===== src/pcxt_pkg.sv =====
/*
 * PC/XT glue package
 * Clock rates, reset and splash timing, OSD status bit map,
 * keyboard DIP switch values and the shared data types
 */

package pcxt_pkg;

	////////////////////
	// Clock and rates
	////////////////////

	// Board oscillator
	localparam logic [31:0] CLK_HZ = 32'd50_000_000;
	// Audio sample rate for the mixer
	localparam logic [31:0] AUDIO_RATE_HZ = 32'd44_100;

	////////////////////
	// Reset timing
	////////////////////

	// Hold time after the last reset request
	localparam logic [15:0] RESET_STRETCH = 16'd65_535;
	// Extra cycles before the CPU leaves reset
	localparam logic [15:0] CPU_RESET_DELAY = 16'd42;

	// Splash screen length
	localparam logic [3:0] SPLASH_SECONDS = 4'd5;
	// One second of system clock
	localparam logic [31:0] SPLASH_SECOND_TICKS_DEF = CLK_HZ;
	// Roughly 90 ms of LED afterglow
	localparam logic [31:0] LED_HOLD_TICKS_DEF = 32'd4_500_000;

	// XT switch block, MDA or CGA 80 columns
	localparam logic [7:0] DIP_MDA = 8'h3D;
	localparam logic [7:0] DIP_CGA = 8'h2D;

	////////////////////
	// OSD status bits
	////////////////////

	localparam int ST_RESET        = 0;
	localparam int ST_TANDY        = 3;
	localparam int ST_MDA          = 4;
	// Two bits, green / amber / white
	localparam int ST_MDA_RGB_LO   = 5;
	// Splash skip, same bit also plugs the DSS/Covox
	localparam int ST_SPLASH_SKIP  = 7;
	localparam int ST_ASPECT_LO    = 8;
	localparam int ST_ADLIB_HIDE   = 10;
	localparam int ST_EMS_OFF      = 11;
	localparam int ST_EMS_FRAME_LO = 12;
	// Three bits of display color mode
	localparam int ST_MONO_LO      = 14;

	typedef logic [31:0] status_t;
	typedef logic [12:0] aspect_t;

	// Port C sees one nibble of the switch byte at a time
	typedef union packed {
		logic [7:0] whole;
		struct packed {
			logic [3:0] hi;
			logic [3:0] lo;
		} nib;
	} dip_switch_t;

endpackage


===== src/reset_sequencer.sv =====
/*
 * Reset sequencer
 * Collects OSD, button and splash reset requests, stretches them
 * into the system reset and releases the CPU reset a fixed number
 * of cycles after the system reset drops
 */

`timescale 1ns/1ps

module reset_sequencer (
	input  logic              CLK_50M,
	input  logic              reset_wire,
	input  pcxt_pkg::status_t status,
	input  logic              user_button,
	input  logic              restart_req,
	output logic              sys_reset,
	output logic              cpu_reset
);

	logic        reset_req;
	logic [15:0] stretch_cnt;
	logic [15:0] cpu_cnt;

	// Any source restarts the machine
	assign reset_req = status[pcxt_pkg::ST_RESET] | user_button | restart_req;

	////////////////////
	// System reset
	////////////////////

	// Reloaded on every request cycle
	always_ff @(posedge CLK_50M or posedge reset_wire) begin
		if (reset_wire) begin
			stretch_cnt <= pcxt_pkg::RESET_STRETCH;
		end else if (reset_req) begin
			stretch_cnt <= pcxt_pkg::RESET_STRETCH;
		end else if (stretch_cnt != 16'd0) begin
			stretch_cnt <= stretch_cnt - 16'd1;
		end
	end

	// Request shows up in the same cycle
	assign sys_reset = reset_req | (stretch_cnt != 16'd0);

	////////////////////
	// CPU reset
	////////////////////

	// Held at full delay while the system is in reset,
	// counts out once the system reset is gone
	always_ff @(posedge CLK_50M or posedge reset_wire) begin
		if (reset_wire) begin
			cpu_cnt <= pcxt_pkg::CPU_RESET_DELAY + 16'd1;
		end else if (sys_reset) begin
			cpu_cnt <= pcxt_pkg::CPU_RESET_DELAY + 16'd1;
		end else if (cpu_cnt != 16'd0) begin
			cpu_cnt <= cpu_cnt - 16'd1;
		end
	end

	// Never lower than the system reset
	assign cpu_reset = sys_reset | (cpu_cnt != 16'd0);

endmodule


===== src/splash_timer.sv =====
/*
 * Splash screen timer
 * Keeps the machine in reset while the splash is shown, until the
 * OSD skip bit is set or the programmed number of seconds runs out
 */

`timescale 1ns/1ps

module splash_timer #(
	parameter logic [31:0] SECOND_TICKS = pcxt_pkg::SPLASH_SECOND_TICKS_DEF
) (
	input  logic              CLK_50M,
	input  logic              reset_wire,
	input  pcxt_pkg::status_t status,
	output logic              splash_active
);

	logic [31:0] tick_cnt;
	logic [3:0]  sec_cnt;
	logic        sec_wrap;

	// Last cycle of the current second
	assign sec_wrap = (tick_cnt == SECOND_TICKS - 32'd1);

	always_ff @(posedge CLK_50M or posedge reset_wire) begin
		if (reset_wire) begin
			tick_cnt      <= 32'd0;
			sec_cnt       <= 4'd0;
			splash_active <= 1'b1;
		end else if (splash_active) begin
			if (status[pcxt_pkg::ST_SPLASH_SKIP]) begin
				// User turned the splash off
				splash_active <= 1'b0;
			end else if (sec_wrap) begin
				tick_cnt <= 32'd0;
				sec_cnt  <= sec_cnt + 4'd1;
				// Final second done
				if (sec_cnt == pcxt_pkg::SPLASH_SECONDS - 4'd1)
					splash_active <= 1'b0;
			end else begin
				tick_cnt <= tick_cnt + 32'd1;
			end
		end
	end

endmodule


===== src/audio_tick_gen.sv =====
/*
 * Audio sample clock enable
 * Fractional phase accumulator giving a 44.1 kHz enable on average
 * from the 50 MHz system clock, one cycle wide
 */

`timescale 1ns/1ps

module audio_tick_gen (
	input  logic CLK_50M,
	input  logic reset_wire,
	output logic cen_44100
);

	logic [31:0] phase;
	logic [31:0] phase_next;

	// Add one sample period worth of phase per clock
	assign phase_next = phase + pcxt_pkg::AUDIO_RATE_HZ;

	always_ff @(posedge CLK_50M or posedge reset_wire) begin
		if (reset_wire) begin
			phase     <= 32'd0;
			cen_44100 <= 1'b0;
		end else if (phase_next >= pcxt_pkg::CLK_HZ) begin
			// Wrap keeps the remainder, no drift
			phase     <= phase_next - pcxt_pkg::CLK_HZ;
			cen_44100 <= 1'b1;
		end else begin
			phase     <= phase_next;
			cen_44100 <= 1'b0;
		end
	end

endmodule


===== src/config_decoder.sv =====
/*
 * OSD configuration decoder
 * Splits the status word into video, model, audio and EMS options
 * and builds the keyboard port C switch nibble
 */

`timescale 1ns/1ps

module config_decoder (
	input  pcxt_pkg::status_t status,
	input  logic              port_b_sel,
	output pcxt_pkg::aspect_t video_arx,
	output pcxt_pkg::aspect_t video_ary,
	output logic              tandy_mode,
	output logic              mda_mode,
	output logic [1:0]        mda_rgb,
	output logic [2:0]        mono_mode,
	output logic              adlib_hide,
	output logic              covox_en,
	output logic              ems_enabled,
	output logic [1:0]        ems_frame,
	output logic [3:0]        port_c_low
);

	logic [1:0]            aspect_sel;
	pcxt_pkg::dip_switch_t dip_sw;

	////////////////////
	// Video
	////////////////////

	assign aspect_sel = status[pcxt_pkg::ST_ASPECT_LO +: 2];

	// Original is 4:3, other values pick a scaler preset
	always_comb begin
		if (aspect_sel == 2'd0) begin
			video_arx = 13'd4;
			video_ary = 13'd3;
		end else begin
			video_arx = {11'd0, aspect_sel} - 13'd1;
			video_ary = 13'd0;
		end
	end

	assign mda_mode   = status[pcxt_pkg::ST_MDA];
	assign mda_rgb    = status[pcxt_pkg::ST_MDA_RGB_LO +: 2];
	assign mono_mode  = status[pcxt_pkg::ST_MONO_LO +: 3];
	assign tandy_mode = status[pcxt_pkg::ST_TANDY];

	// Audio and memory options
	assign adlib_hide  = status[pcxt_pkg::ST_ADLIB_HIDE];
	// Shares its bit with the splash skip
	assign covox_en    = status[pcxt_pkg::ST_SPLASH_SKIP];
	assign ems_enabled = ~status[pcxt_pkg::ST_EMS_OFF];
	assign ems_frame   = status[pcxt_pkg::ST_EMS_FRAME_LO +: 2];

	////////////////////
	// DIP switches
	////////////////////

	// Switch byte follows the video card in use
	always_comb begin
		dip_sw.whole = mda_mode ? pcxt_pkg::DIP_MDA : pcxt_pkg::DIP_CGA;
		// PB3 selects which half the BIOS reads
		port_c_low = port_b_sel ? dip_sw.nib.hi : dip_sw.nib.lo;
	end

endmodule


===== src/sd_spi_router.sv =====
/*
 * SD SPI router
 * Remembers whether a disk image is mounted and steers the SPI
 * master either to the physical SD card or to the virtual card
 */

`timescale 1ns/1ps

module sd_spi_router (
	input  logic        CLK_50M,
	input  logic        reset_wire,
	input  logic        img_mounted,
	input  logic [63:0] img_size,
	input  logic        spi_cs,
	input  logic        spi_sck,
	input  logic        spi_mosi,
	input  logic        sd_miso,
	input  logic        vsd_miso,
	output logic        spi_miso,
	output logic        sd_cs,
	output logic        sd_sck,
	output logic        sd_mosi,
	output logic        vsd_cs
);

	logic vsd_active;

	// Nonzero image size means the virtual card takes over
	always_ff @(posedge CLK_50M or posedge reset_wire) begin
		if (reset_wire)
			vsd_active <= 1'b0;
		else if (img_mounted)
			vsd_active <= |img_size;
	end

	// Physical card parked deselected with idle lines
	assign sd_cs   = spi_cs | vsd_active;
	assign sd_sck  = spi_sck & ~vsd_active;
	assign sd_mosi = spi_mosi & ~vsd_active;

	// Virtual card only selected when an image is present
	assign vsd_cs = spi_cs | ~vsd_active;

	// Read data from whichever card is selected
	assign spi_miso = vsd_active ? vsd_miso : sd_miso;

endmodule


===== src/activity_led.sv =====
/*
 * Activity LED stretcher
 * Turns short disk activity pulses into an LED level long enough
 * to be seen
 */

`timescale 1ns/1ps

module activity_led #(
	parameter logic [31:0] HOLD_TICKS = pcxt_pkg::LED_HOLD_TICKS_DEF
) (
	input  logic CLK_50M,
	input  logic reset_wire,
	input  logic activity,
	output logic led_user
);

	logic [31:0] hold_cnt;

	// Each pulse restarts the full hold time
	always_ff @(posedge CLK_50M or posedge reset_wire) begin
		if (reset_wire)
			hold_cnt <= 32'd0;
		else if (activity)
			hold_cnt <= HOLD_TICKS;
		else if (hold_cnt != 32'd0)
			hold_cnt <= hold_cnt - 32'd1;
	end

	assign led_user = (hold_cnt != 32'd0);

endmodule


===== src/pcxt_glue_top.sv =====
/*
 * PC/XT system glue top level
 * Reset sequencing, splash timing, audio clock enable, OSD option
 * decoding, SD card routing and the activity LED around the core
 */

`timescale 1ns/1ps

module pcxt_glue_top #(
	parameter logic [31:0] SPLASH_SECOND_TICKS = pcxt_pkg::SPLASH_SECOND_TICKS_DEF,
	parameter logic [31:0] LED_HOLD_TICKS      = pcxt_pkg::LED_HOLD_TICKS_DEF
) (
	input  logic              CLK_50M,
	input  logic              reset_wire,
	input  pcxt_pkg::status_t status,
	input  logic              user_button,
	input  logic              img_mounted,
	input  logic [63:0]       img_size,
	input  logic              spi_cs,
	input  logic              spi_sck,
	input  logic              spi_mosi,
	input  logic              sd_miso,
	input  logic              vsd_miso,
	input  logic              port_b_sel,
	input  logic              disk_activity,
	output logic              sys_reset,
	output logic              cpu_reset,
	output logic              splash_active,
	output logic              cen_44100,
	output pcxt_pkg::aspect_t video_arx,
	output pcxt_pkg::aspect_t video_ary,
	output logic              tandy_mode,
	output logic              mda_mode,
	output logic [1:0]        mda_rgb,
	output logic [2:0]        mono_mode,
	output logic              adlib_hide,
	output logic              covox_en,
	output logic              ems_enabled,
	output logic [1:0]        ems_frame,
	output logic [3:0]        port_c_low,
	output logic              spi_miso,
	output logic              sd_cs,
	output logic              sd_sck,
	output logic              sd_mosi,
	output logic              vsd_cs,
	output logic              vsd_sck,
	output logic              vsd_mosi,
	output logic              led_user
);

	////////////////////
	// Reset path
	////////////////////

	// Splash holds the machine in reset through restart_req
	splash_timer #(
		.SECOND_TICKS(SPLASH_SECOND_TICKS)
	) u_splash (
		.CLK_50M      (CLK_50M),
		.reset_wire   (reset_wire),
		.status       (status),
		.splash_active(splash_active)
	);

	reset_sequencer u_reset (
		.CLK_50M    (CLK_50M),
		.reset_wire (reset_wire),
		.status     (status),
		.user_button(user_button),
		.restart_req(splash_active),
		.sys_reset  (sys_reset),
		.cpu_reset  (cpu_reset)
	);

	////////////////////
	// Audio and options
	////////////////////

	audio_tick_gen u_audio (
		.CLK_50M   (CLK_50M),
		.reset_wire(reset_wire),
		.cen_44100 (cen_44100)
	);

	config_decoder u_config (
		.status     (status),
		.port_b_sel (port_b_sel),
		.video_arx  (video_arx),
		.video_ary  (video_ary),
		.tandy_mode (tandy_mode),
		.mda_mode   (mda_mode),
		.mda_rgb    (mda_rgb),
		.mono_mode  (mono_mode),
		.adlib_hide (adlib_hide),
		.covox_en   (covox_en),
		.ems_enabled(ems_enabled),
		.ems_frame  (ems_frame),
		.port_c_low (port_c_low)
	);

	////////////////////
	// SD card and LED
	////////////////////

	sd_spi_router u_sd (
		.CLK_50M    (CLK_50M),
		.reset_wire (reset_wire),
		.img_mounted(img_mounted),
		.img_size   (img_size),
		.spi_cs     (spi_cs),
		.spi_sck    (spi_sck),
		.spi_mosi   (spi_mosi),
		.sd_miso    (sd_miso),
		.vsd_miso   (vsd_miso),
		.spi_miso   (spi_miso),
		.sd_cs      (sd_cs),
		.sd_sck     (sd_sck),
		.sd_mosi    (sd_mosi),
		.vsd_cs     (vsd_cs)
	);

	// Virtual card shares clock and data with the master
	assign vsd_sck  = spi_sck;
	assign vsd_mosi = spi_mosi;

	activity_led #(
		.HOLD_TICKS(LED_HOLD_TICKS)
	) u_led (
		.CLK_50M   (CLK_50M),
		.reset_wire(reset_wire),
		.activity  (disk_activity),
		.led_user  (led_user)
	);

endmodule


===== config.mk =====
export PLATFORM = sky130hd
export DESIGN_NAME = pcxt_glue_top
export DESIGN_NICKNAME = d
export VERILOG_FILES = /design/src/pcxt_pkg.sv /design/src/reset_sequencer.sv /design/src/splash_timer.sv /design/src/audio_tick_gen.sv /design/src/config_decoder.sv /design/src/sd_spi_router.sv /design/src/activity_led.sv /design/src/pcxt_glue_top.sv
export SDC_FILE = /design/constraint.sdc
export NUM_CORES = 1
export LEC_CHECK = 0
export BUFFER_PORTS_ARGS = -buffer_cell sky130_fd_sc_hd__buf_2
export CORE_MARGIN = 2
export CORE_UTILIZATION = 46
export DETAILED_ROUTE_END_ITERATION = 8
export PLACE_DENSITY = 0.69
export SYNTH_ARGS = -nofsm -noshare
export SYNTH_HDL_FRONTEND = slang
export SYNTH_SLANG_ARGS = --single-unit

===== constraint.sdc =====
create_clock -name CLK_50M -period 5.05 [get_ports CLK_50M]
set_input_delay 0.505 -clock CLK_50M [delete_from_list [all_inputs] [get_ports CLK_50M]]
set_output_delay 0.505 -clock CLK_50M [all_outputs]
set_load 0.02 [all_outputs]

### Word level (Yosys, flattened, before mapping)

Cells that the tools add are included.

* $lt $le $gt $ge: 1
* bitwise gates (word level): 11
* $add $sub $neg: 8
* multiplexer cells: 18
* reductions and logical operators: 10
* equal/unequal tests: 2

Operators by type and width (count)
* $mux 32: 4
* $mux 16: 4
* $reduce_or 64->1: 1
* $add 32x1->32 const B: 1
* $add 32x16->32 const B: 1
* $eq 32x26->1 const B: 1
* $ge 32x26->1 const B: 1
* $reduce_bool 16->1: 2
* $reduce_bool 32->1: 1
* $sub 16x1->16 const B: 2
* $sub 32x1->32 const B: 1
* $sub 32x26->32 const B: 1
* $mux 13: 1
* $mux 1: 6
* $or 1x1->1: 6
* $reduce_bool 2->1: 3
* $mux 5: 1
* $add 4x1->4 const B: 1
* $eq 4x3->1 const B: 1
* $mux 4: 1
* $not 1->1: 3
* $reduce_and 3->1: 1
* $sub 2x1->3 const B: 1
* $and 1x1->1: 2
* other kinds (3): 3

* output and inout port bits: 54
* bits of input ports: 107
* word-level logic and storage cells: 59
* register bits after elaboration: 135

### Depth between registers and ports, before layout

* word-level depth: 5
* depth in mapped cells: 13
* gate-level depth less buffers: 12

### Hierarchy

Synthesis repeated with hierarchy kept, for this count alone.

* cells, all modules: 937
* area, all modules: 8695.8 um2

By module, submodules not included
* audio_tick_gen: area an instance 2568.7 um2, cells each 290, times used 1, seq. area each 775.7 um2
* splash_timer: area an instance 1896.8 um2, cells each 177, times used 1, seq. area each 927.1 um2
* reset_sequencer: area an instance 1855.5 um2, cells each 195, times used 1, seq. area each 825.8 um2
* activity_led: area an instance 1834.3 um2, cells each 199, times used 1, seq. area each 800.8 um2
* config_decoder: area an instance 304.0 um2, cells each 43, times used 1, seq. area each 0.0 um2
* sd_spi_router: area an instance 221.5 um2, cells each 31, times used 1, seq. area each 25.0 um2
* pcxt_glue_top: area an instance 15.0 um2, cells each 2, times used 1, seq. area each 0.0 um2

### Least setup slack after synthesis

Ideal clock, no wire load.

* path kind: register to register
* start: reg u_audio.phase[2]
* end: reg u_audio.phase[14]
* required time: 4.971 ns
* arrival time: 3.006 ns
* cell stages (with the launch flop): 14
* path slack: 1.964 ns
* setup time: 0.079 ns
* path through: dfrtp_1 ha_1 a31o_1 buf_6 a211o_1 a31o_1 a211oi_1 nand3_2 nand4b_4 and2_4 buf_6 buf_6 nor3b_2 xor2_1

* cells in the longest elaborated chain, start to end: 3

Ends and longest elaborated chain
* start, declared: RTL line audio_tick_gen.sv:15 `logic [31:0] phase;`
* start signal, assigned: RTL line audio_tick_gen.sv:27 `phase <= phase_next - pcxt_pkg::CLK_HZ;`
* start signal, assigned: RTL line audio_tick_gen.sv:30 `phase <= phase_next;`
* $add 32x16->32 (*): RTL line audio_tick_gen.sv:19 `assign phase_next = phase + pcxt_pkg::AUDIO_RATE_HZ;`
* $sub 32x26->32 or $ge 32x26->1 (tied branches): RTL line audio_tick_gen.sv:27, audio_tick_gen.sv:25
* $mux 32 (*): RTL line audio_tick_gen.sv:25 `end else if (phase_next >= pcxt_pkg::CLK_HZ) begin`

Mark *: on every way between the ends. The rest lies on a longest branch, timed or not.
A chain may end at the register's enable or synchronous reset.

### Worst setup path in the final report

* start: reg u_led.hold_cnt[12]
* end: out led_user

* cells in the longest elaborated chain, start to end: 1

Ends and longest elaborated chain
* start, declared: RTL line activity_led.sv:18 `logic [31:0] hold_cnt;`
* start signal, assigned: RTL line activity_led.sv:27 `hold_cnt <= hold_cnt - 32'd1;`
* $reduce_bool 32->1: RTL line activity_led.sv:30 `assign led_user = (hold_cnt != 32'd0);`
* end, declared: RTL line pcxt_glue_top.sv:48 `output logic led_user`

No other way between the ends.

==> metrics.md <==
| Metric | Value |
|---|---|
| WP data required | around 4.6 ns |
| CTS Sinks | 133 |
| Outcome | completed |
| Clk_lat worst skew | 0.42 ns |
| Hold crit path type | in -> async |
| Avg Inst Size Synth | about 9.3 um2 |
| Setup TNS | 0 ns |
| Buffers plus inverters on the worst setup path | 1 |
| First-pass GRT wire length | ~28,000 um |
| Routability cong. | roughly 0.9 |
| DRC errors left | 0 |
| Routed vias/inst | ~5.5 |
| Fin Clk Skew | ~0.0084 ns |
| Via count | about 6,500 |
| Clock root buffer | clkbuf_16 |
| Crit path launch type | register |
| Hold Fails Final Rpt | 0 |
| CTS tree | yes |
| Pwr Density | between 200 and 300 nW/um2 |
| Async SR Flop Fraction | 1.000 |
| # hold bufs at CTS | 0 |
| Post-DP HPWL | 12,150 um |
| Die area | approximately 19,000 um2 |
| CP max-delay cell | or4_1 |
| Most frequent cells in the layout | dfrtp_1 (112), buf_2 (104), nor2_1 (83) |
| Share of layout cells above drive strength 1 | 0.2006 |
| Worst setup EP type | primary output |
| Tcrit/Tclk final | 0.7445 |
| Largest net degree at the start of global routing | 76 |
| Max stage delay on crit path | roughly 0.79 ns |
| Crit-path cells | or4_1 > nor4_1 > nand3_1 > or4_1 > buf_2 |
| 1st-pass router iterations | 5 |
| TritonCTS Buffers | 17 |
| Setup Buffers After CTS | 0 |
| Vias in the first global route | a little under 6,000 |
| Worst Path Max Fanout | 11 |
| Final min period | about 3.8 ns |
| Die height | roughly 140 um |
| Least-Margin Pin Slew | 0.7832 ns |
| Leak Pwr | between 3 and 4 nW |
| CP most frequent cell | or4_1 |
| Area growth syn-to-layout | 13.41% |
| Synth unique cells | 85 |
| Crit Path Class | reg -> out |
| Commonest non-fill, non-tap cell in the layout | dfrtp_1 |
| Worst IR Drop VDD | 0.3079 mV |
| H-tree Lvls | 4 |
| Max frequency | 266.0 MHz |
| Avg WL per Cell | ~14 um |
| Initial antenna violation count | 0 |
| Number of DRC markers in iteration 0 | roughly 460 |
| Routed Antenna Nets | 0 |
| Clock buffer depth | 2 |
| Syn Inst Count | approximately 870 |
| Pre-CTS setup slack | around 1.4 ns |
| Syn. warnings | 0 |
| PnR worst setup slack | 1.290 ns |
| Register area share after synthesis | 0.4139 |
| Core area | around 17,000 um2 |
| Tot GR Track Use | 0.1905 |
| Post-synth top flop | dfrtp_1 |
| Initial Util | 0.4702 |
| Critical path arrival | ~3.3 ns |
| Die Wd | ~140 um |
| Max-cap check violation count | 0 |
| I/O Pins | about 160 |
| DRT Wirelength | around 17,000 um |
| Final setup viols | 0 |
| Layout Nets | about 1,100 |
| Rows | between 40 and 50 |
| Rel. slew slack | 0.4744 |
| PortBufs | about 100 |
| Number of register bits inferred by synthesis | 133 |
| EDFF count, synth | 0 |
| Synthesized area | just over 8000 um2 |
| Reg clk slew, reported paths | 0.06 ns |
| Total congestion overflow | 0 |
| Cts repair resizes | 0 |
| RSZ-0062 raised after global routing | false |
| Ant diodes | 0 |
| Delay-heaviest family, CP | simple AND/OR/NAND/NOR gates |
| Slew Viols, Final | 0 |
stage by stage:
| stage | cells | total power, mW | area (um2) | hold WS, ns | util |
|---|---|---|---|---|---|
| CTS | 1187 | 2.554 | 9193 | 0.2262 | 0.5333 |
| floorplan | 889 | 1.220 | 8180 | 0.4365 | - |
| global route | 1187 | 2.624 | 9193 | 0.2531 | 0.5333 |
| global placement | 1155 | 1.248 | 8572 | 0.4551 | 0.4973 |
| detailed placement | 1155 | 1.251 | 8572 | 0.4641 | 0.4973 |
| finish | 1187 | 2.529 | 9193 | 0.1933 | 0.5333 |
final timing paths:
| check | start | endpoint | slack [ns] | cells past startpoint |
|---|---|---|---|---|
| setup / recovery | u_led.hold_cnt[12] | led_user | 1.29 | 5 |
| hold / removal | reset_wire | u_audio.phase[27] | 0.19 | 2 |
| setup reg to reg | u_audio.phase[2] | u_audio.phase[23] | 1.40 | 11 |
| hold reg to reg | u_splash.tick_cnt[31] | u_splash.tick_cnt[31] | 0.47 | 1 |
| min in group CLK_50M | img_size[43] | u_sd.vsd_active | 0.36 | 3 |
| max in group asynchronous | reset_wire | u_splash.tick_cnt[29] | 3.70 | 3 |
Yosys cell counts, types with 23 or more instances:
| cell | n | area share |
|---|---|---|
| nor2_1 | 83 | 0.038 |
| o21ai_0 | 26 | 0.016 |
| nand2_1 | 66 | 0.031 |
| dfrtp_1 | 112 | 0.35 |
| nor4_1 | 35 | 0.027 |
| nand4_1 | 23 | 0.018 |
| xor2_1 | 39 | 0.042 |
| buf_4 | 40 | 0.037 |
| nand3_1 | 37 | 0.023 |
| a21oi_1 | 25 | 0.015 |
| xnor2_1 | 72 | 0.078 |
| nor3_1 | 33 | 0.020 |
area by class of cell:
class / count / area (um2)
fill: 1519 / 8044
multi-input combinational: 667 / 4295
sequential: 133 / 3354
timing repair buffer: 108 / 550.5
clock buffer: 22 / 474.2
tap: 225 / 281.5
clock inverter: 10 / 146.4
inverter: 22 / 90.09
flip-flops by register name, summed over array words and instances (netlist names):
| register | cells |
|---|---|
| u_audio.cen_44100 | 1 |
| u_audio.phase | 30 |
| u_led.hold_cnt | 32 |
| u_reset.cpu_cnt | 16 |
| u_reset.stretch_cnt | 16 |
| u_sd.vsd_active | 1 |
| u_splash.sec_cnt | 4 |
| u_splash.splash_active | 1 |
| u_splash.tick_cnt | 32 |
layer usage:
metal,global-route usage,part of all wire,vias to the layer above
li1,-,-,3219
met1,0.2413,0.45,3068
met2,0.3208,0.48,199
met3,0.04111,0.046,23
met4,0.06713,0.021,0
met5,0,0,-
kinds of logic (layout without fill, tap and decap cells):
| family | after synthesis | count (layout) | synth area share |
|---|---|---|---|
| xor gates and xnor gates | 111 | 111 | 0.1199 |
| adders and majority gates | 8 | 8 | 0.01235 |
| AOI/OAI and AO/OA | 127 | 127 | 0.1136 |
| DFF | 133 | 133 | 0.4139 |
| other | 1 | 21 | 0.0004627 |
| buffers and inverters | 89 | 162 | 0.06669 |
| and+or+nand+nor | 390 | 390 | 0.2603 |
| muxes | 10 | 10 | 0.01281 |
power by group:
part / internal (mW) / switching [mW]
Combinational: 0.0510 / 0.0890
Clock: 0.820 / 0.478
Sequential: 1.08 / 0.0122
Power figures use the tool's default switching activity.
